[config.mk]
export PLATFORM = sky130hd
export DESIGN_NAME = dtcm_arbiter
export DESIGN_NICKNAME = d
export VERILOG_FILES = /design/src/common/mem_pkg.sv /design/src/common/lsu_pkg.sv /design/src/logic/dtcm_arbiter.sv
export SDC_FILE = /design/constraint.sdc
export NUM_CORES = 1
export LEC_CHECK = 0
export BUFFER_PORTS_ARGS = -buffer_cell sky130_fd_sc_hd__buf_2
export CORE_AREA = 8 8 116 118
export DETAILED_ROUTE_END_ITERATION = 12
export DIE_AREA = 0 0 124 126
export HOLD_SLACK_MARGIN = 0.03
export SLEW_MARGIN = 25
export SYNTH_ARGS = -nofsm -noshare
export SYNTH_HDL_FRONTEND = slang
export SYNTH_SLANG_ARGS = --single-unit
[constraint.sdc]
create_clock -name clk -period 1.25 [get_ports clk]
set_input_delay 0.125 -clock clk [delete_from_list [all_inputs] [get_ports clk]]
set_output_delay 0.125 -clock clk [all_outputs]
set_load 0.1 [all_outputs]
[src/common/mem_pkg.sv]
//========================================
// DTCM memory-side types
// Byte address, byte-lane mask and the
// command record shared by the arbiter,
// the RAM and the LSU
//========================================

package mem_pkg;

    // Byte address and data width seen by the DTCM
    localparam int dtcm_addr_w = 32;
    localparam int dtcm_data_w = 32;

    // One mask bit per byte lane
    localparam int dtcm_lanes = dtcm_data_w / 8;

    typedef logic [dtcm_addr_w-1:0] dtcm_addr_t;
    typedef logic [dtcm_lanes-1:0]  wmask_t;

    //========================================
    // Command record
    //========================================

    // Read high for loads, wmask only meaningful on writes
    typedef struct packed {
        logic                   read;
        dtcm_addr_t             addr;
        logic [dtcm_data_w-1:0] wdata;
        wmask_t                 wmask;
    } dtcm_cmd_t;

endpackage
[src/common/lsu_pkg.sv]
//========================================
// Load/store unit core-side types
// Data word, instruction tag, access size,
// AGU command and write-back record
//========================================

package lsu_pkg;

    localparam int xlen = 32;

    // Two-entry tracking table needs a 1-bit tag
    localparam int itag_w = 1;

    typedef logic [xlen-1:0]   xlen_t;
    typedef logic [itag_w-1:0] itag_t;

    // Same encoding as the RISC-V load funct3 field
    typedef enum logic [2:0] {
        lsu_byte   = 3'b000,
        lsu_half   = 3'b001,
        lsu_word   = 3'b010,
        lsu_byte_u = 3'b100,
        lsu_half_u = 3'b101
    } lsu_size_e;

    //========================================
    // Records
    //========================================

    // Command from the address-generation unit
    typedef struct packed {
        logic                read;
        mem_pkg::dtcm_addr_t addr;
        xlen_t               wdata;
        lsu_size_e           size;
        itag_t               itag;
    } agu_cmd_t;

    // Long-pipe write-back, rd_wen set for loads only
    typedef struct packed {
        xlen_t wdat;
        itag_t itag;
        logic  rd_wen;
    } wbck_t;

endpackage

[src/logic/dtcm_arbiter.sv]
//========================================
// DTCM round-robin arbiter
// Shares one DTCM port between the LSU and
// DMA peers, one access in flight
//========================================
`timescale 1ns/1ps

module dtcm_arbiter (
    input  logic                clk,
    input  logic                reset,
    // Port 0, LSU
    input  logic                lsu_cmd_valid,
    output logic                lsu_cmd_ready,
    input  mem_pkg::dtcm_cmd_t  lsu_cmd,
    output logic                lsu_rsp_valid,
    output lsu_pkg::xlen_t      lsu_rsp_rdata,
    // Port 1, DMA
    input  logic                dma_cmd_valid,
    output logic                dma_cmd_ready,
    input  mem_pkg::dtcm_cmd_t  dma_cmd,
    output logic                dma_rsp_valid,
    output lsu_pkg::xlen_t      dma_rsp_rdata,
    // Memory side
    output logic                mem_cmd_valid,
    input  logic                mem_cmd_ready,
    output mem_pkg::dtcm_cmd_t  mem_cmd,
    input  logic                mem_rsp_valid,
    input  lsu_pkg::xlen_t      mem_rsp_rdata
);

    // Owner and last-winner bits, 1 means the DMA port
    logic busy_q;
    logic owner_q;
    logic last_q;
    logic gnt_lsu;
    logic gnt_dma;
    logic mem_hs;

    //========================================
    // Grant
    //========================================

    // On a tie the port that did not win last goes first
    assign gnt_lsu = !busy_q && lsu_cmd_valid && (!dma_cmd_valid || last_q);
    assign gnt_dma = !busy_q && dma_cmd_valid && (!lsu_cmd_valid || !last_q);

    assign mem_cmd_valid = gnt_lsu || gnt_dma;
    assign mem_cmd       = gnt_dma ? dma_cmd : lsu_cmd;
    assign mem_hs        = mem_cmd_valid && mem_cmd_ready;

    assign lsu_cmd_ready = gnt_lsu && mem_cmd_ready;
    assign dma_cmd_ready = gnt_dma && mem_cmd_ready;

    always_ff @(posedge clk) begin
        if (reset) begin
            busy_q  <= 1'b0;
            owner_q <= 1'b0;
            last_q  <= 1'b0;
        end else begin
            if (mem_hs) begin
                busy_q  <= 1'b1;
                owner_q <= gnt_dma;
                last_q  <= gnt_dma;
            end else if (mem_rsp_valid) begin
                busy_q <= 1'b0;
            end
        end
    end

    //========================================
    // Response steering
    //========================================

    assign lsu_rsp_valid = mem_rsp_valid && busy_q && !owner_q;
    assign dma_rsp_valid = mem_rsp_valid && busy_q && owner_q;
    assign lsu_rsp_rdata = mem_rsp_rdata;
    assign dma_rsp_rdata = mem_rsp_rdata;

    //========================================
    // Assertions
    //========================================

    a_single_grant: assert property (@(posedge clk) disable iff (reset)
        $onehot0({lsu_cmd_ready, dma_cmd_ready}));

    // Nothing new reaches the RAM until the current response is back
    a_no_issue_busy: assert property (@(posedge clk) disable iff (reset)
        mem_hs |=> !mem_cmd_valid until_with mem_rsp_valid);

endmodule

Word-level counts from Yosys, hierarchy flattened. Cells that the tools add are included.

Reduce and logical (&&, ||, !) cells: 18. Muxes and demuxes: 3.

Operators with widths (count): two-way mux 69 bit (1); logical AND 1 bit (10); zero test 1 bit (4); logical OR 1 bit (3); two-way mux 1 bit (2); nonzero test 2 bit (1).

Register bits after elaboration: 2. Input bits: 176. Word-level logic and storage cells: 23.

Depth between registers and ports, before layout.
Word-level depth: 6. Mapped depth: 5.

Least setup slack after synthesis. Ideal clock, no wire load.

Path kind: reg-to-output. Start: reg busy_q. End: out dma_cmd_ready. Cell stages (with the launch flop): 3. Path slack: -801 ps. Data arrival time: 1926 ps. Required time: 1125 ps. Buffers on the path: 0. Cells stage by stage: dfxtp_1 > nor2b_1 > nor2b_1.

Cells in the longest elaborated chain, start to end: 4.

Ends and longest elaborated chain: start: declaration (RTL line dtcm_arbiter.sv:32) `logic busy_q;`; start signal: assignment (RTL line dtcm_arbiter.sv:56) `busy_q <= 1'b0;`; start signal: assignment (RTL line dtcm_arbiter.sv:61) `busy_q <= 1'b1;`; start signal: assignment (RTL line dtcm_arbiter.sv:65) `busy_q <= 1'b0;`; zero test 1 bit (RTL line dtcm_arbiter.sv:45) `assign gnt_dma = !busy_q && dma_cmd_valid && (!lsu_cmd_valid || !last_q);`; logical AND 1 bit (2 in series) (RTL line dtcm_arbiter.sv:45); logical AND 1 bit (RTL line dtcm_arbiter.sv:52) `assign dma_cmd_ready = gnt_dma && mem_cmd_ready;`; end: declaration (RTL line dtcm_arbiter.sv:19) `output logic dma_cmd_ready,`.

Every way passes these cells.

==> tab_implementation.tex <==
\begin{tabular}{lr}
\hline
Metric & Value \\
\hline
\multicolumn{2}{l}{\textbf{Status}} \\
\quad Result of the run & finished, violations left \\
\quad Failing checks & negative setup slack \\
\multicolumn{2}{l}{\textbf{Clock tree}} \\
\quad Clock tree root buffer cell & sky130\_fd\_sc\_hd\_\_clkbuf\_16 \\
\quad TritonCTS Buffers & 3 \\
\quad Max Root-Sink Buffers & 2 \\
\quad Clock slew at reported path FFs & 30 ps \\
\quad Worst-Skew Late Latency & 220 ps \\
\quad H-Tree Depth & 1 \\
\quad CTS tree & done \\
\quad Number of clock sinks & 2 \\
\quad Hold buffer count at CTS & 0 \\
\multicolumn{2}{l}{\textbf{Floorplan}} \\
\quad Overall die area & 15,620 um2 \\
\quad Height of the chip & 126 um \\
\quad Initial core utilization & 0.1297 \\
\quad Top Ports & 314 \\
\quad CORE AREA & 11,710 um2 \\
\quad Die outline width & 124 um \\
\quad Site row count & 40 \\
\multicolumn{2}{l}{\textbf{Setup path}} \\
\quad Crit. path cell count & 5 \\
\quad Critical Path, Cell by Cell & a21bo\_4 > nor2\_8 > buf\_12 > mux2\_2 > buf\_12 \\
\quad Number of cells traversed by the worst register-to-register path & 4 \\
\quad Slowest stage cell on the critical path & sky130\_fd\_sc\_hd\_\_mux2\_2 \\
\quad Maximum net fanout on the critical path & 22 \\
\quad Critical Path RT & 1120 ps \\
\quad Setup crit start kind & flip-flop \\
\quad CP Capture Type & output pin \\
\quad Critical path's top delay family & buffers and inverters \\
\quad Critical path buffer and inverter count & 2 \\
\quad Critical setup path kind & reg -> out \\
\quad CP arrival & 1700 ps \\
\quad Delay of the slowest critical-path stage & 380 ps \\
\quad Cell repeated most along the worst path & sky130\_fd\_sc\_hd\_\_buf\_12 \\
\multicolumn{2}{l}{\textbf{Timing}} \\
\quad RSZ-0062 raised after global routing & true \\
\quad Period minus WS final & 1824 ps \\
\quad Worst Skew & 2.186 ps \\
\quad Transition time at the pin with the least slew margin & 258.0 ps \\
\quad Smallest setup slack after layout & -573.8 ps \\
\quad Max-slew headroom & 0.8276 \\
\quad Min Hold Slack & 76.79 ps \\
\quad Timing-limited maximum frequency & 0.5483 GHz \\
\quad Finish-stage setup viols & 71 \\
\quad Total count of max-transition violations in the final report & 0 \\
\quad Final total negative setup slack & -36,960 ps \\
\quad Final period utilization & 1.459 \\
\quad Fin. Hold Viols & 0 \\
\multicolumn{2}{l}{\textbf{Drt}} \\
\quad Antenna violation net count after detailed routing & 0 \\
\quad WL per Instance & 16.53 um \\
\quad Post-route DRC & 0 \\
\quad Total wirelength of the detailed-routed design & 7754 um \\
\quad Post-detailed-route via-to-cell ratio & 3.674 \\
\quad Number of DRC violations after detailed-routing iteration 0 & 20 \\
\quad Via total after detailed routing & 1,723 \\
\quad Drt pass-1 iters & 4 \\
\multicolumn{2}{l}{\textbf{Finish}} \\
\quad Layout Nets & 500 \\
\quad N\_diodes & 0 \\
\quad Area growth from synthesis to layout & 155.8\% \\
\quad Fraction of final layout cells sized beyond drive strength 1 & 0.9752 \\
\quad Fill count & 1,174 \\
\multicolumn{2}{l}{\textbf{Synthesis}} \\
\quad Cell count after synthesis & 159 \\
\quad Flip-flop and latch count after synthesis & 2 \\
\quad Adder and majority gate portion of the synthesized area & 0 \\
\quad Multiplexer area fraction after synthesis & 0.5362 \\
\quad Synth Area per Inst & 9.553 um2 \\
\quad Fraction of post-synthesis cell area in the top cell type by area & 0.4374 \\
\quad Compound-cell area share of the yosys netlist & 0.02224 \\
\quad Sequential-to-total area share from yosys stat & 0.02636 \\
\quad Number of distinct standard cells referenced by the synthesized netlist & 17 \\
\quad Largest cells by area after synthesis & sky130\_fd\_sc\_hd\_\_mux2\_2 (44\%), sky130\_fd\_sc\_hd\_\_buf\_4 (34\%), sky130\_fd\_sc\_hd\_\_mux2\_4 (9.9\%) \\
\quad Cell taking the most area after synthesis & sky130\_fd\_sc\_hd\_\_mux2\_2 \\
\quad Post-Synth XOR/XNOR Area & 0 \\
\quad Netlist area before placement & 1519 um2 \\
\quad Synthesized netlist net count & 335 \\
\quad Syn. warnings & 0 \\
\quad Simple-Gate Fraction of Synth Area & 0.05354 \\
\quad Main combinational cell family by area after synthesis & multiplexers \\
\multicolumn{2}{l}{\textbf{Min path}} \\
\quad Cells on Worst Hold Path & 2 \\
\quad Hold crit path type & in -> reg \\
\multicolumn{2}{l}{\textbf{Placement}} \\
\quad RePlAce Congestion & 0.7368 \\
\quad Total of buffers placed on input and output ports & 217 \\
\quad Hpwl dp & 6916 um \\
\multicolumn{2}{l}{\textbf{Power}} \\
\quad Power per cell area & 1080 nW/um2 \\
\quad Overall power after layout & 4.197 mW \\
\quad Static Leakage & 1.992 nW \\
\quad Peak supply drop & 1122 uV \\
\multicolumn{2}{l}{\textbf{Global route}} \\
\quad Wire length of the first global-routing pass & 11,480 um \\
\quad All-layer global routing usage & 0.09223 \\
\quad Pin count of the biggest net entering global routing & 23 \\
\quad Vias in the first global route & 2,127 \\
\quad Total gr overflow & 0 \\
\quad Number of antenna violations at the first check in global routing & 0 \\
\multicolumn{2}{l}{\textbf{Job}} \\
\quad Reported max-cap violation count & 0 \\
\hline
\end{tabular}
## final cells by class
cell class	count	area, um2	share of cell area
multi-input cells	86	1174	0.3020
well taps	147	183.9	0.04733
clock buffers	3	75.07	0.01932
repair buffers	231	2409	0.6198
flip-flops and latches	2	45.04	0.01159
## per-stage QoR
stage               setup slack [ps]  utilization  cell area [um2]  cells
finish                        -573.8       0.3318             3886    469
global route                  -635.4       0.3318             3886    469
CTS                           -591.3       0.3266             3825    467
detailed placement            -363.2       0.3107             3638    459
global placement              -341.9       0.3107             3638    459
floorplan                     -267.8            -             1729    159
## cells in the final DEF (no fill, tap or decap), types with 2 or more instances in the layout
master                      synthesis  final
sky130_fd_sc_hd__nor2_1             5      2
sky130_fd_sc_hd__buf_12             1     78
sky130_fd_sc_hd__mux2_2            59      6
sky130_fd_sc_hd__buf_4             69      4
sky130_fd_sc_hd__clkbuf_16          0      4
sky130_fd_sc_hd__mux2_4            10     63
sky130_fd_sc_hd__buf_6              1      3
sky130_fd_sc_hd__nor2_4             0      3
sky130_fd_sc_hd__nor2b_4            0      2
sky130_fd_sc_hd__buf_2              0    143
## logic make-up (layout without fill, tap and decap cells)
kind of cell	after synthesis	in the layout
AOI/OAI and AO/OA	4	4
buffers and inverters	71	234
DFF	2	2
muxes	69	69
and+or+nand+nor	13	13
## flip-flops by register name, summed over array words and instances (netlist names)
name / cells
busy_q: 1
last_q: 1
## layer usage
layer  share of wire  track usage  vias up
met5               0            0        -
met4          0.0062      0.01751        0
li1                -            -      809
met1            0.34      0.09253      788
met3            0.13      0.04602        6
met2            0.53       0.1668      120
## worst paths after layout
path          start         end  slack, ps
max reg2reg  busy_q      last_q        200
min           reset      busy_q         80
min reg2reg  busy_q      busy_q        640
max          last_q  mem_cmd[1]       -570
## report_power, final
group          total [mW]  internal [mW]  switching [mW]  leakage [nW]
sequential         0.0750         0.0692         0.00583        0.0175
combinational        3.65           1.47            2.18          1.94
clock               0.472          0.406          0.0660        0.0370
total                4.20           1.94            2.26          1.99
## cell usage after synthesis
cell                       number
sky130_fd_sc_hd__a21bo_4        1
sky130_fd_sc_hd__a21oi_1        1
sky130_fd_sc_hd__a22oi_1        1
sky130_fd_sc_hd__and3_1         1
sky130_fd_sc_hd__buf_12         1
sky130_fd_sc_hd__buf_4         69
sky130_fd_sc_hd__buf_6          1
sky130_fd_sc_hd__dfxtp_1        2
sky130_fd_sc_hd__mux2_2        59
sky130_fd_sc_hd__mux2_4        10
sky130_fd_sc_hd__nand2_1        1
sky130_fd_sc_hd__nand2b_1       1
sky130_fd_sc_hd__nand3b_1       1
sky130_fd_sc_hd__nor2_1         5
sky130_fd_sc_hd__nor2_8         1
sky130_fd_sc_hd__nor2b_1        3
sky130_fd_sc_hd__o21ai_0        1
## what timing repair did
action / CTS / global route
gates cloned: 1 / 1
endpoints found under the setup margin: 73 / 74
buffers inserted: 4 / 1
pin swaps: 2 / 0
resized for setup: 13 / 7
(Power assumes the default switching activity.)
