--- src/common/mem_pkg.sv ---
//========================================
// DTCM memory-side types
// Byte address, byte-lane mask and the
// command record shared by the arbiter,
// the RAM and the LSU
//========================================

package mem_pkg;

    // Byte address and data width seen by the DTCM
    localparam int dtcm_addr_w = 32;
    localparam int dtcm_data_w = 32;

    // One mask bit per byte lane
    localparam int dtcm_lanes = dtcm_data_w / 8;

    typedef logic [dtcm_addr_w-1:0] dtcm_addr_t;
    typedef logic [dtcm_lanes-1:0]  wmask_t;

    //========================================
    // Command record
    //========================================

    // Read high for loads, wmask only meaningful on writes
    typedef struct packed {
        logic                   read;
        dtcm_addr_t             addr;
        logic [dtcm_data_w-1:0] wdata;
        wmask_t                 wmask;
    } dtcm_cmd_t;

endpackage
--- src/common/lsu_pkg.sv ---
//========================================
// Load/store unit core-side types
// Data word, instruction tag, access size,
// AGU command and write-back record
//========================================

package lsu_pkg;

    localparam int xlen = 32;

    // Two-entry tracking table needs a 1-bit tag
    localparam int itag_w = 1;

    typedef logic [xlen-1:0]   xlen_t;
    typedef logic [itag_w-1:0] itag_t;

    // Same encoding as the RISC-V load funct3 field
    typedef enum logic [2:0] {
        lsu_byte   = 3'b000,
        lsu_half   = 3'b001,
        lsu_word   = 3'b010,
        lsu_byte_u = 3'b100,
        lsu_half_u = 3'b101
    } lsu_size_e;

    //========================================
    // Records
    //========================================

    // Command from the address-generation unit
    typedef struct packed {
        logic                read;
        mem_pkg::dtcm_addr_t addr;
        xlen_t               wdata;
        lsu_size_e           size;
        itag_t               itag;
    } agu_cmd_t;

    // Long-pipe write-back, rd_wen set for loads only
    typedef struct packed {
        xlen_t wdat;
        itag_t itag;
        logic  rd_wen;
    } wbck_t;

endpackage

--- src/lsu/lsu_ctrl.sv ---
//========================================
// Load/store control unit
// Issues one AGU command at a time to the
// DTCM, aligns and extends load data and
// returns it on the write-back port
//========================================
`timescale 1ns/1ps

module lsu_ctrl (
    input  logic                clk,
    input  logic                reset,
    // AGU command
    input  logic                agu_cmd_valid,
    output logic                agu_cmd_ready,
    input  lsu_pkg::agu_cmd_t   agu_cmd,
    // Long-pipe write-back
    output logic                lsu_o_valid,
    input  logic                lsu_o_ready,
    output lsu_pkg::wbck_t      lsu_o_wbck,
    // DTCM port
    output logic                dtcm_cmd_valid,
    input  logic                dtcm_cmd_ready,
    output mem_pkg::dtcm_cmd_t  dtcm_cmd,
    input  logic                dtcm_rsp_valid,
    input  lsu_pkg::xlen_t      dtcm_rsp_rdata
);

    typedef enum logic [1:0] {
        st_idle,
        st_wait_rsp,
        st_wbck
    } state_e;

    state_e             state_q;
    logic               cmd_pend_q;
    lsu_pkg::agu_cmd_t  cmd_q;
    lsu_pkg::wbck_t     wbck_q;
    logic               agu_hs;
    logic               dtcm_hs;
    logic               rsp_take;
    logic [1:0]         byte_off;
    mem_pkg::wmask_t    wmask;
    lsu_pkg::xlen_t     rdata_algn;
    lsu_pkg::xlen_t     load_data;

    //========================================
    // Handshakes
    //========================================

    // Only one access in flight, so accept only when fully idle
    assign agu_cmd_ready  = (state_q == st_idle);
    assign agu_hs         = agu_cmd_valid && agu_cmd_ready;
    assign dtcm_cmd_valid = (state_q == st_wait_rsp) && cmd_pend_q;
    assign dtcm_hs        = dtcm_cmd_valid && dtcm_cmd_ready;
    assign rsp_take       = (state_q == st_wait_rsp) && !cmd_pend_q && dtcm_rsp_valid;

    //========================================
    // Store lane placement
    //========================================

    assign byte_off = cmd_q.addr[1:0];

    always_comb begin
        case (cmd_q.size)
            lsu_pkg::lsu_byte, lsu_pkg::lsu_byte_u: wmask = 4'b0001 << byte_off;
            lsu_pkg::lsu_half, lsu_pkg::lsu_half_u: wmask = 4'b0011 << byte_off;
            default:                                wmask = 4'b1111;
        endcase
    end

    always_comb begin
        dtcm_cmd.read  = cmd_q.read;
        dtcm_cmd.addr  = cmd_q.addr;
        dtcm_cmd.wdata = cmd_q.wdata << {byte_off, 3'b000};
        // Loads write nothing
        dtcm_cmd.wmask = cmd_q.read ? '0 : wmask;
    end

    //========================================
    // Load alignment and extension
    //========================================

    assign rdata_algn = dtcm_rsp_rdata >> {byte_off, 3'b000};

    always_comb begin
        case (cmd_q.size)
            lsu_pkg::lsu_byte:
                load_data = {{(lsu_pkg::xlen-8){rdata_algn[7]}}, rdata_algn[7:0]};
            lsu_pkg::lsu_byte_u:
                load_data = {{(lsu_pkg::xlen-8){1'b0}}, rdata_algn[7:0]};
            lsu_pkg::lsu_half:
                load_data = {{(lsu_pkg::xlen-16){rdata_algn[15]}}, rdata_algn[15:0]};
            lsu_pkg::lsu_half_u:
                load_data = {{(lsu_pkg::xlen-16){1'b0}}, rdata_algn[15:0]};
            default:
                load_data = rdata_algn;
        endcase
    end

    //========================================
    // Control FSM
    //========================================

    always_ff @(posedge clk) begin
        if (reset) begin
            state_q    <= st_idle;
            cmd_pend_q <= 1'b0;
        end else begin
            case (state_q)
                st_idle: begin
                    if (agu_hs) begin
                        state_q    <= st_wait_rsp;
                        cmd_pend_q <= 1'b1;
                    end
                end
                st_wait_rsp: begin
                    if (dtcm_hs) begin
                        cmd_pend_q <= 1'b0;
                    end
                    if (rsp_take) begin
                        state_q <= st_wbck;
                    end
                end
                st_wbck: begin
                    // Hold the record until the consumer takes it
                    if (lsu_o_ready) begin
                        state_q <= st_idle;
                    end
                end
                default: state_q <= st_idle;
            endcase
        end
    end

    always_ff @(posedge clk) begin
        if (agu_hs) begin
            cmd_q <= agu_cmd;
        end
        if (rsp_take) begin
            wbck_q.wdat   <= cmd_q.read ? load_data : '0;
            wbck_q.itag   <= cmd_q.itag;
            wbck_q.rd_wen <= cmd_q.read;
        end
    end

    assign lsu_o_valid = (state_q == st_wbck);
    assign lsu_o_wbck  = wbck_q;

    //========================================
    // Assertions
    //========================================

    // No second AGU command until the write-back has been taken
    a_one_outstanding: assert property (@(posedge clk) disable iff (reset)
        agu_hs |=> !agu_cmd_ready until_with (lsu_o_valid && lsu_o_ready));

    // AGU delivers naturally aligned addresses
    a_half_aligned: assert property (@(posedge clk) disable iff (reset)
        agu_hs && (agu_cmd.size inside {lsu_pkg::lsu_half, lsu_pkg::lsu_half_u})
        |-> !agu_cmd.addr[0]);

    a_word_aligned: assert property (@(posedge clk) disable iff (reset)
        agu_hs && (agu_cmd.size == lsu_pkg::lsu_word) |-> (agu_cmd.addr[1:0] == 2'b00));

endmodule

--- config.mk ---
export PLATFORM = sky130hd
export DESIGN_NAME = lsu_ctrl
export DESIGN_NICKNAME = d
export VERILOG_FILES = /design/src/common/mem_pkg.sv /design/src/common/lsu_pkg.sv /design/src/lsu/lsu_ctrl.sv
export SDC_FILE = /design/constraint.sdc
export NUM_CORES = 1
export LEC_CHECK = 0
export ABC_CLOCK_PERIOD_IN_PS = 6000
export BUFFER_PORTS_ARGS = -buffer_cell sky130_fd_sc_hd__buf_2
export CAP_MARGIN = 20
export CORE_MARGIN = 4
export CORE_UTILIZATION = 48
export CTS_CLUSTER_DIAMETER = 150
export DETAILED_ROUTE_END_ITERATION = 10
export PLACE_DENSITY = 0.9
export SLEW_MARGIN = 10
export SYNTH_ARGS = -nofsm -noshare
export SYNTH_HDL_FRONTEND = slang
export SYNTH_SLANG_ARGS = --single-unit
--- constraint.sdc ---
create_clock -name clk -period 6 [get_ports clk]
set_input_delay 1.2 -clock clk [delete_from_list [all_inputs] [get_ports clk]]
set_output_delay 1.2 -clock clk [all_outputs]
set_load 0.01 [all_outputs]
---- Yosys cells after proc, flatten, opt, wreduce, memory -nomap -nowiden ----
Cells that the tools add are included.
W data, S select, Z words.
storage, ports and cells
  bits in registers ....................... 106
operators by class
  reductions and logical operators ........ 13
  eq/ne operators ......................... 9
  shift-type cells ........................ 4
  multiplexer cells ....................... 10
operator list
  operator               count
  $pmux W32 S4           1
  $shl A32 B5 Y32        1
  $shr A32 B5 Y32        1
  $pmux W4 S2            1
  $eq A3 B3 Y1 const B   2
  $mux W2                3
  $pmux W2 S3            1
  $reduce_and A3 Y1      2
  $logic_and A1 B1 Y1    5
  $mux W4                1
  $ne A2 B1 Y1 const B   2
  $ne A2 B2 Y1 const B   2
  $reduce_or A2 Y1       2
  $shl A1 B2 Y4 const A  1
  $shl A2 B2 Y4 const A  1
  $eq A3 B1 Y1 const B   1
  $logic_not A3 Y1       1
  $eq A2 B1 Y1 const B   1
  $eq A2 B2 Y1 const B   1
  $logic_not A2 Y1       1
  $mux W1                2
  $pmux W1 S2            1
  $reduce_bool A2 Y1     1
  $logic_not A1 Y1       1

---- Logic depth before layout (Yosys ltp) ----
Gate-level depths: netlist of run 1.
  depth after elaboration ................. 5
  gate-level depth with buffers ........... 7
  gate-level depth less buffers ........... 4

---- Worst setup path before layout of run 1 ----
Ideal clock, no wire load.
  path type ............................... input to register
  start ................................... input dtcm_rsp_valid
  end ..................................... register wbck_q, in the netlist lsu_o_wbck[0], enable pin
  arrival time ............................ 4530 ps
  buffers on the path ..................... 0
  library setup time ...................... 514 ps
  data required time ...................... 5486 ps
  stages .................................. 1
  path slack .............................. 956 ps
  cell sequence ........................... nor4bb_1
on the way
  word-level cells in the longest chain between the ends .. 1
ends and longest elaborated chain
  item                 RTL line        text
  from (decl)          lsu_ctrl.sv:24  input logic dtcm_rsp_valid,
  $logic_and A1 B1 Y1  lsu_ctrl.sv:55  assign rsp_take = (state_q == st_wait_rsp) && !cmd_pend_q && dtcm_rsp_valid;
  to (decl)            lsu_ctrl.sv:37  lsu_pkg::wbck_t wbck_q;
Every way passes these cells.
A chain may end at the register's enable or synchronous reset.

==> results.py, run 1 <==
metrics = {
    "run_status": {
        "status": "completed",
    },
    "timing": {
        "skew_ns": 0.00609,
        "hold-worst-slack_ns": 0.432,
        "post-route-period-util": 0.640,
        "max_freq_mhz": 261,
        "fin_setup_tns_ns": 0,
        "period_needed_ns": 3.84,
        "finalHoldViolCount": 0,
        "slew_viol_final": 0,
        "setup_violations": 0,
        "rsz0062_at_grt": "false",
        "tightestPinTransition_ns": 1.11,
        "relSlewSlack": 0.259,
    },
    "synthesis": {
        "async_flop_share": 0,
        "syn_inst": 363,
        "synth_area_per_cell_sq_um": 13.5,
        "synth_edf_count": 103,
        "synth_cell_type_count": 32,
        "ys_seq_area_frac": 0.645,
        "yosysTopAreaCellShare": 0.633,
        "syn_area_sq_um": 4890,
        "synth_top_area_cell": "edfxtp_1",
        "synth_nets": 470,
        "ys_top_cells_by_area": "edfxtp_1, mux2i_1, buf_4",
        "synth-main-ff-cell": "edfxtp_1",
        "synth-seq-cells": 106,
        "yosys_warnings": 0,
    },
    "clock_network": {
        "cts_root_buffer": "clkbuf_8",
        "cts_resized": 0,
        "cts_buffers": 9,
        "ctsLongestPathBuffers": 2,
        "cts_setup_buffers": 0,
        "htreeDepth": 3,
        "cts_sinks": 106,
        "clkTransAtPathRegs_ns": 0.10,
        "cts_tree": "done",
        "cts-hold-fix-buffers": 0,
        "worstSkewPairLatency_ns": 0.35,
    },
    "floorplanning": {
        "rows": 36,
        "io_pins": 213,
        "core_area_sq_um": 9860,
        "die-height_um": 109,
        "start_util": 0.495,
        "dieWidth_um": 109,
        "fp.dieArea_sq_um": 11900,
    },
    "placement": {
        "hpwl_mm": 9.22,
        "io_buffers": 212,
        "gp_congestion": 0.892,
    },
    "grt": {
        "grt_util_all_layers": 0.200,
        "antenna_found_initial": 1,
        "first_global_vias": 3516,
        "grt_max_degree": 70,
        "grt_pass1_wl_mm": 17.7,
        "grt-ovfl-total": 0,
    },
    "route": {
        "drt-pass1-iter-count": 4,
        "drc_errors": 0,
        "viasPerCell": 5.19,
        "dr_total_vias": 3506,
        "drt-total-wl_mm": 12.0,
        "ant_nets": 0,
        "drt_iter0_markers": 177,
        "post_drt_wl_per_cell_um": 17.8,
    },
    "setup_path": {
        "cp-start-kind": "register",
        "critical_path_arrival_ns": 2.64,
        "endpoint_kind": "output port",
        "r2r_slack_ns": 3.41,
        "required_ns": 4.80,
        "crit_type": "register to output port",
        "crit_fanout": 32,
    },
    "pwr": {
        "p_leak_nw": 2.65,
        "p_seq_frac": 0.562,
        "cellPowerDensity_nw_per_um2": 266,
        "p_sw_mw": 0.416,
        "power_frac_clock": 0.283,
        "p_int_mw": 1.17,
        "swShare": 0.261,
        "peakVddDrop_v": 0.000163,
        "power_frac_comb": 0.154,
    },
    "final_layout": {
        "syn_to_final_growth_pct": 22.4,
        "fillCellCount": 771,
        "layout-drive-gt1-share": 0.458,
        "nets": 643,
    },
    "worst_hold_path": {
        "min_path_type": "register to register",
    },
    "job": {
        "drv_cap": 0,
    },
}
flip-flops by register name, summed over array words and instances, names as in the netlist:
signal	cells
cmd_pend_q	1
dtcm_cmd	33
state_q	2
cmd_q	36
lsu_o_wbck	34
placed cells by master, fill, tap and decap left out, types with 2 or more instances in the layout:
cell type	instances
buf_2	212
edfxtp_1	103
mux2i_1	37
nor2_1	32
nand2_1	29
o21ai_0	19
a211oi_1	17
a21oi_1	12
nor2b_1	11
and2_1	9
clkbuf_8	9
mux2_2	7
o211a_1	7
buf_4	5
inv_1	4
dfxtp_1	3
o21bai_1	2
and3b_1	2
nand3b_1	2
inv_8	2
clkinvlp_4	2
path summary, 6_finish.rpt:
| check | start | to | cells after the start |
|---|---|---|---|
| worst max-delay path | dtcm_cmd[37] | dtcm_cmd[29] | 5 |
| worst min-delay path | cmd_q[0] | lsu_o_wbck[1] | 0 |
| worst max register to register | dtcm_cmd[37] | lsu_o_wbck[20] | 4 |
| worst min register to register | cmd_q[0] | lsu_o_wbck[1] | 0 |
logic make-up (layout without fill, tap and decap cells):
group                  count (synthesis)  after routing  synth area share
multiplexers                          44             44            0.0919
AND/OR/NAND/NOR                       94             94            0.0948
AO/OA/AOI/OAI                         60             60            0.0827
other                                  0              1                 0
buffers and inverters                 59            237            0.0853
flip-flops                           106            106             0.645
power groups by stage:
stage / Clock (mW) / Sequential, mW / Combinational [mW]
2_1_floorplan: 0 / 0.907 / 0.157
3_3_place_gp: 0 / 0.909 / 0.238
3_5_place_dp: 0 / 0.911 / 0.247
4_1_cts: 0.463 / 0.895 / 0.248
5_1_grt: 0.495 / 0.899 / 0.269
6_report: 0.451 / 0.894 / 0.246
synthesized netlist by cell type (3+ instances only):
| cell | count |
|---|---|
| a211oi_1 | 17 |
| a21oi_1 | 12 |
| and2_1 | 10 |
| buf_2 | 9 |
| buf_4 | 33 |
| buf_6 | 5 |
| clkbuf_1 | 4 |
| dfxtp_1 | 3 |
| edfxtp_1 | 103 |
| inv_1 | 4 |
| mux2_2 | 7 |
| mux2i_1 | 37 |
| nand2_1 | 29 |
| nor2_1 | 32 |
| nor2b_1 | 12 |
| o211a_1 | 7 |
| o21ai_0 | 19 |
layout make-up:
type                    count  area [sq um]  area share
clock buffers               9           124      0.0207
diodes                      1          2.50    0.000418
well taps                 133           166      0.0278
repair buffers            217          1100       0.184
inverters                   4          15.0     0.00251
multi-input cells         198          1340       0.223
clock inverters             7          85.1      0.0142
flip-flops and latches    106          3150       0.527
stage by stage:
stage                util  cell area, sq um  setup slack (ns)  power [mW]  std cells
finish              0.606              5980              2.16        1.59        675
global route        0.606              5980              1.99        1.66        675
CTS                 0.606              5980              2.12        1.61        674
detailed placement  0.585              5770              2.56        1.16        658
global placement    0.585              5770              2.71        1.15        658
floorplan               -              4890             0.956        1.06        363
per-layer routing:
metal,GRT usage,wire [um]
met1,0.236,4490
met2,0.346,6070
met3,0.0580,1330
met4,0.0730,150
met5,0,0
worst max-delay path, cell delays in order (launching register included):
cell and delay (ns):
edfxtp_1 1.10, buf_4 0.51, nor2b_1 0.10, a211oi_1 0.29, a21oi_1 0.08, buf_2 0.18
(Power assumes the default switching activity.)
==> run 2: changes to the inputs <==
- ABC_CLOCK_PERIOD_IN_PS: 6000 -> 3120
- CORE_UTILIZATION: 48 -> 43
- PLACE_DENSITY: 0.9 -> 0.85
- clock period: 6 -> 3.12 ns (I/O delays scaled with it)
==> run 2 against run 1 <==
Combinational power increased by 98%. Non-clock buffer count increased by 4. Routed wire length increased by 1.8%. Largest cell class unchanged. Highest routed layer is now met5.
==> results.py, run 2 (same netlist as run 1, synthesis figures left out) <==
metrics = {
    "run_status": {
        "status": "completed",
    },
    "final_layout": {
        "instances_no_fill": 685,
        "multi_input_area_sq_um": 1340,
        "final_core_util": 0.556,
        "layout_common_cells": "buf_2, edfxtp_1, mux2i_1",
        "design_area_sq_um": 6110,
        "diodes": 0,
        "largest_register": "cmd_q",
        "nets": 647,
        "regArea_sq_um": 3150,
        "final_common_cell": "buf_2",
        "syn_to_final_growth_pct": 25.1,
        "fillCellCount": 907,
        "layout-drive-gt1-share": 0.461,
        "largest_register_ffs": 36,
    },
    "setup_path": {
        "cp-start-kind": "register",
        "crit_type": "register to output port",
        "crit_fanout": 26,
        "critical_path_arrival_ns": 1.88,
        "endpoint_kind": "output port",
        "required_ns": 2.50,
    },
    "grt": {
        "grtUsageMet1": 0.197,
        "grt_pass1_wl_mm": 18.3,
        "met2_usage": 0.335,
        "top_usage_layer": "met2",
        "grt_util_all_layers": 0.183,
        "antenna_found_initial": 2,
        "grt-ovfl-total": 0,
        "grt_max_degree": 65,
        "grtUsageMet3": 0.0650,
        "first_global_vias": 3587,
    },
    "timing": {
        "post-route-period-util": 0.802,
        "hold-worst-slack_ns": 0.433,
        "worst_slack_ns": 0.618,
        "tightestPinTransition_ns": 0.595,
        "relSlewSlack": 0.604,
        "period_needed_ns": 2.50,
        "rsz0062_at_grt": "false",
        "setup_violations": 0,
        "fin_setup_tns_ns": 0,
        "max_freq_mhz": 400,
        "finalHoldViolCount": 0,
        "slew_viol_final": 0,
        "skew_ns": 0.00721,
    },
    "placement": {
        "io_buffers": 212,
        "pre_cts_ws_ns": 0.938,
        "gp_congestion": 0.837,
        "dp_cells": 669,
        "hpwl_mm": 9.44,
        "dpl_cell_area_sq_um": 5830,
    },
    "route": {
        "viasPerCell": 5.07,
        "drc_errors": 0,
        "post_drt_wl_per_cell_um": 17.9,
        "drt-total-wl_mm": 12.3,
        "ant_nets": 0,
        "dr_total_vias": 3476,
        "drt_iter0_markers": 200,
        "drt-pass1-iter-count": 4,
    },
    "clock_network": {
        "cts_sinks": 106,
        "worstSkewPairLatency_ns": 0.34,
        "clkTransAtPathRegs_ns": 0.07,
        "ctsLongestPathBuffers": 2,
        "cts_tree": "done",
        "cts_root_buffer": "clkbuf_16",
        "cts_resized": 0,
        "cts_buffers": 9,
        "cts-hold-fix-buffers": 0,
        "htreeDepth": 3,
        "cts_setup_buffers": 0,
    },
    "pwr": {
        "cellPowerDensity_nw_per_um2": 533,
        "p_leak_nw": 2.71,
        "total_power_mw": 3.26,
        "peakVddDrop_v": 0.000321,
    },
    "floorplanning": {
        "dieWidth_um": 115,
        "core_area_sq_um": 11000,
        "fp.dieArea_sq_um": 13100,
        "rows": 38,
        "io_pins": 213,
        "die-height_um": 115,
        "start_util": 0.445,
    },
    "worst_hold_path": {
        "min_path_type": "register to register",
    },
    "job": {
        "drv_cap": 0,
    },
}
==> run 2: changes by cell type in the layout (fill, tap and decap cells not counted), sizes merged <==
cell / previous run / this run
buf: 217 / 221
clkinv: 1 / 4
bufinv: 1 / 0
clkinvlp: 2 / 1
diode: 1 / 0
inv: 7 / 6
==> run 2: layout make-up <==
cell class                      count  area share
Inverter                            4     0.00246
Sequential cell                   106       0.516
Timing Repair Buffer              221       0.189
Tap cell                          140      0.0287
Clock buffer                        9      0.0369
Clock inverter                      7     0.00880
Multi-Input combinational cell    198       0.218
==> run 2: worst max-delay path, cell delays in order (launching register included) <==
cell,delay (ns)
edfxtp_1,0.35
buf_4,0.24
buf_4,0.34
mux2i_1,0.30
o21ai_0,0.13
buf_2,0.17
==> run 2: final timing paths <==
check / from / end / slack (ns) / depth (start not counted)
max reg2reg: dtcm_cmd[36] / lsu_o_wbck[18] / 1.18 / 5
min reg2reg: cmd_q[0] / lsu_o_wbck[1] / 0.43 / 0
min: cmd_q[0] / lsu_o_wbck[1] / 0.43 / 0
max: dtcm_cmd[37] / dtcm_cmd[20] / 0.62 / 5
==> run 2: routing by layer <==
layer,wire (um),part of all wire
met5,26,0.0021
met4,167,0.014
met3,1370,0.11
met2,6260,0.51
met1,4430,0.36
==> run 2: report_power, final <==
| part | switching [mW] | internal [mW] | leakage, nW | total [mW] |
|---|---|---|---|---|
| Sequential | 0.0422 | 1.67 | 1.00 | 1.71 |
| Combinational | 0.277 | 0.209 | 1.57 | 0.487 |
| Clock | 0.507 | 0.549 | 0.135 | 1.06 |
| Total | 0.827 | 2.43 | 2.71 | 3.26 |
==> run 3: changes to the inputs <==
- ABC_CLOCK_PERIOD_IN_PS: 3120 -> 2410
- CORE_UTILIZATION: 43 -> 48
- PLACE_DENSITY: 0.85 -> 0.9
- clock period: 3.12 -> 2.41 ns (I/O delays scaled with it)
==> run 3 against run 2 <==
Non-clock buffer count increased by 2. Cell count down 0.73%. Clock power decreased by 8%. Routed wire length is 4.4% lower. Utilization increased by 5.3 points.
==> results.py, run 3 (same netlist as run 1, synthesis figures left out) <==
metrics = {
    "grt": {
        "grt_max_degree": 70,
        "antenna_found_initial": 0,
        "grt-ovfl-total": 0,
        "grt_util_all_layers": 0.198,
        "grt_pass1_wl_mm": 17.9,
        "first_global_vias": 3538,
    },
    "timing": {
        "setup_violations": 0,
        "relSlewSlack": 0.638,
        "rsz0062_at_grt": "false",
        "skew_ns": 0.0122,
        "fin_setup_tns_ns": 0,
        "max_freq_mhz": 450,
        "period_needed_ns": 2.22,
        "slew_viol_final": 0,
        "finalHoldViolCount": 0,
        "post-route-period-util": 0.923,
        "tightestPinTransition_ns": 0.543,
    },
    "setup_path": {
        "r2r_slack_ns": 0.51,
        "crit_chain": "buf_4, nor2b_1, a211oi_1, a21oi_1, buf_2",
        "endpoint_kind": "output port",
        "critical_path_arrival_ns": 1.74,
        "r2r_end": "lsu_o_wbck[11]",
        "rr_worst_depth": 5,
        "slowest_delay_ns": 0.44,
        "crit_buf_inv": 2,
        "cp-start-kind": "register",
        "crit_type": "register to output port",
        "reg2reg_from": "dtcm_cmd[37]",
        "path_delay_family": "buffers and inverters",
        "critPathSlowestCell": "edfxtp_1",
        "worstSetupStartpoint": "dtcm_cmd[37]",
        "cp.depth": 5,
        "worstSetupEndpoint": "dtcm_cmd[34]",
        "required_ns": 1.93,
        "crit_fanout": 25,
    },
    "job": {
        "drv_cap": 0,
    },
    "placement": {
        "hpwl_mm": 9.08,
        "dp_cells": 664,
        "dpl_cell_area_sq_um": 5840,
        "io_buffers": 212,
        "gp_congestion": 0.869,
    },
    "clock_network": {
        "htreeDepth": 3,
        "cts_tree": "done",
        "cts-hold-fix-buffers": 0,
        "ctsLongestPathBuffers": 2,
        "worstSkewPairLatency_ns": 0.36,
        "cts_buffers": 9,
        "cts_setup_buffers": 0,
        "cts_resized": 0,
        "clkTransAtPathRegs_ns": 0.11,
        "cts_sinks": 106,
        "cts_root_buffer": "clkbuf_8",
    },
    "route": {
        "drt-pass1-iter-count": 5,
        "dr_total_vias": 3499,
        "post_drt_wl_per_cell_um": 17.2,
        "drc_errors": 0,
        "drt_iter0_markers": 200,
        "ant_nets": 0,
        "viasPerCell": 5.15,
        "drt-total-wl_mm": 11.7,
    },
    "final_layout": {
        "nets": 649,
        "instances_no_fill": 680,
        "syn_to_final_growth_pct": 23.0,
        "diodes": 0,
        "layout_common_cells": "buf_2, edfxtp_1, mux2i_1",
        "design_area_sq_um": 6010,
        "layout-drive-gt1-share": 0.461,
        "largest_register": "cmd_q",
        "largest_register_ffs": 36,
        "final_common_cell": "buf_2",
    },
    "floorplanning": {
        "dieWidth_um": 109,
        "core_area_sq_um": 9860,
        "die-height_um": 109,
        "io_pins": 213,
        "start_util": 0.495,
        "rows": 36,
        "fp.dieArea_sq_um": 11900,
    },
    "pwr": {
        "peakVddDrop_v": 0.000446,
        "p_leak_nw": 2.67,
        "cellPowerDensity_nw_per_um2": 637,
    },
    "worst_hold_path": {
        "worstHoldPathCells": 1,
        "min_path_type": "primary input to register",
    },
    "run_status": {
        "status": "completed",
    },
}
==> run 3: power breakdown <==
| part | leakage [nW] | switching, mW | internal [mW] | total [mW] |
|---|---|---|---|---|
| Sequential | 1.00 | 0.0564 | 2.16 | 2.22 |
| Combinational | 1.59 | 0.356 | 0.274 | 0.629 |
| Clock | 0.0818 | 0.599 | 0.380 | 0.980 |
==> run 3: final cells by class <==
cell class              instances  area, sq um
multi-input cells             198         1340
well taps                     133          166
clock inverters                 6         43.8
fillers                       764         3850
flip-flops and latches        106         3150
clock buffers                  10          128
repair buffers                223         1170
inverters                       4         15.0
==> run 3: metrics by stage <==
| stage | worst slack [ns] | power, mW | hold slack, ns | utilization |
|---|---|---|---|---|
| after global routing | 0.0290 | 4.01 | 0.258 | 0.609 |
| after detailed placement | 0.506 | 2.90 | 0.411 | 0.592 |
| after global placement | 0.596 | 2.87 | 0.406 | 0.592 |
| after CTS | 0.170 | 3.86 | 0.265 | 0.609 |
| after floorplan | 0.314 | 2.65 | 0.400 | - |
| final | 0.187 | 3.83 | 0.286 | 0.609 |
==> run 3: worst min-delay path by stage <==
stage	start	end	slack (ns)
after CTS	agu_cmd[58]	dtcm_cmd[58]	0.26
after global routing	agu_cmd[25]	cmd_q[25]	0.26
final	agu_cmd[58]	dtcm_cmd[58]	0.29
after global placement	cmd_q[0]	lsu_o_wbck[1]	0.41
after floorplan	cmd_q[0]	lsu_o_wbck[1]	0.40
after detailed placement	cmd_q[0]	lsu_o_wbck[1]	0.41
==> run 3: metal layers <==
| layer | global-route usage | up-vias | share of wire |
|---|---|---|---|
| met4 | 0.0848 | 0 | 0.027 |
| met3 | 0.0622 | 29 | 0.10 |
| li1 | - | 1643 | - |
| met5 | 0 | - | 0 |
| met2 | 0.333 | 192 | 0.50 |
| met1 | 0.234 | 1635 | 0.37 |
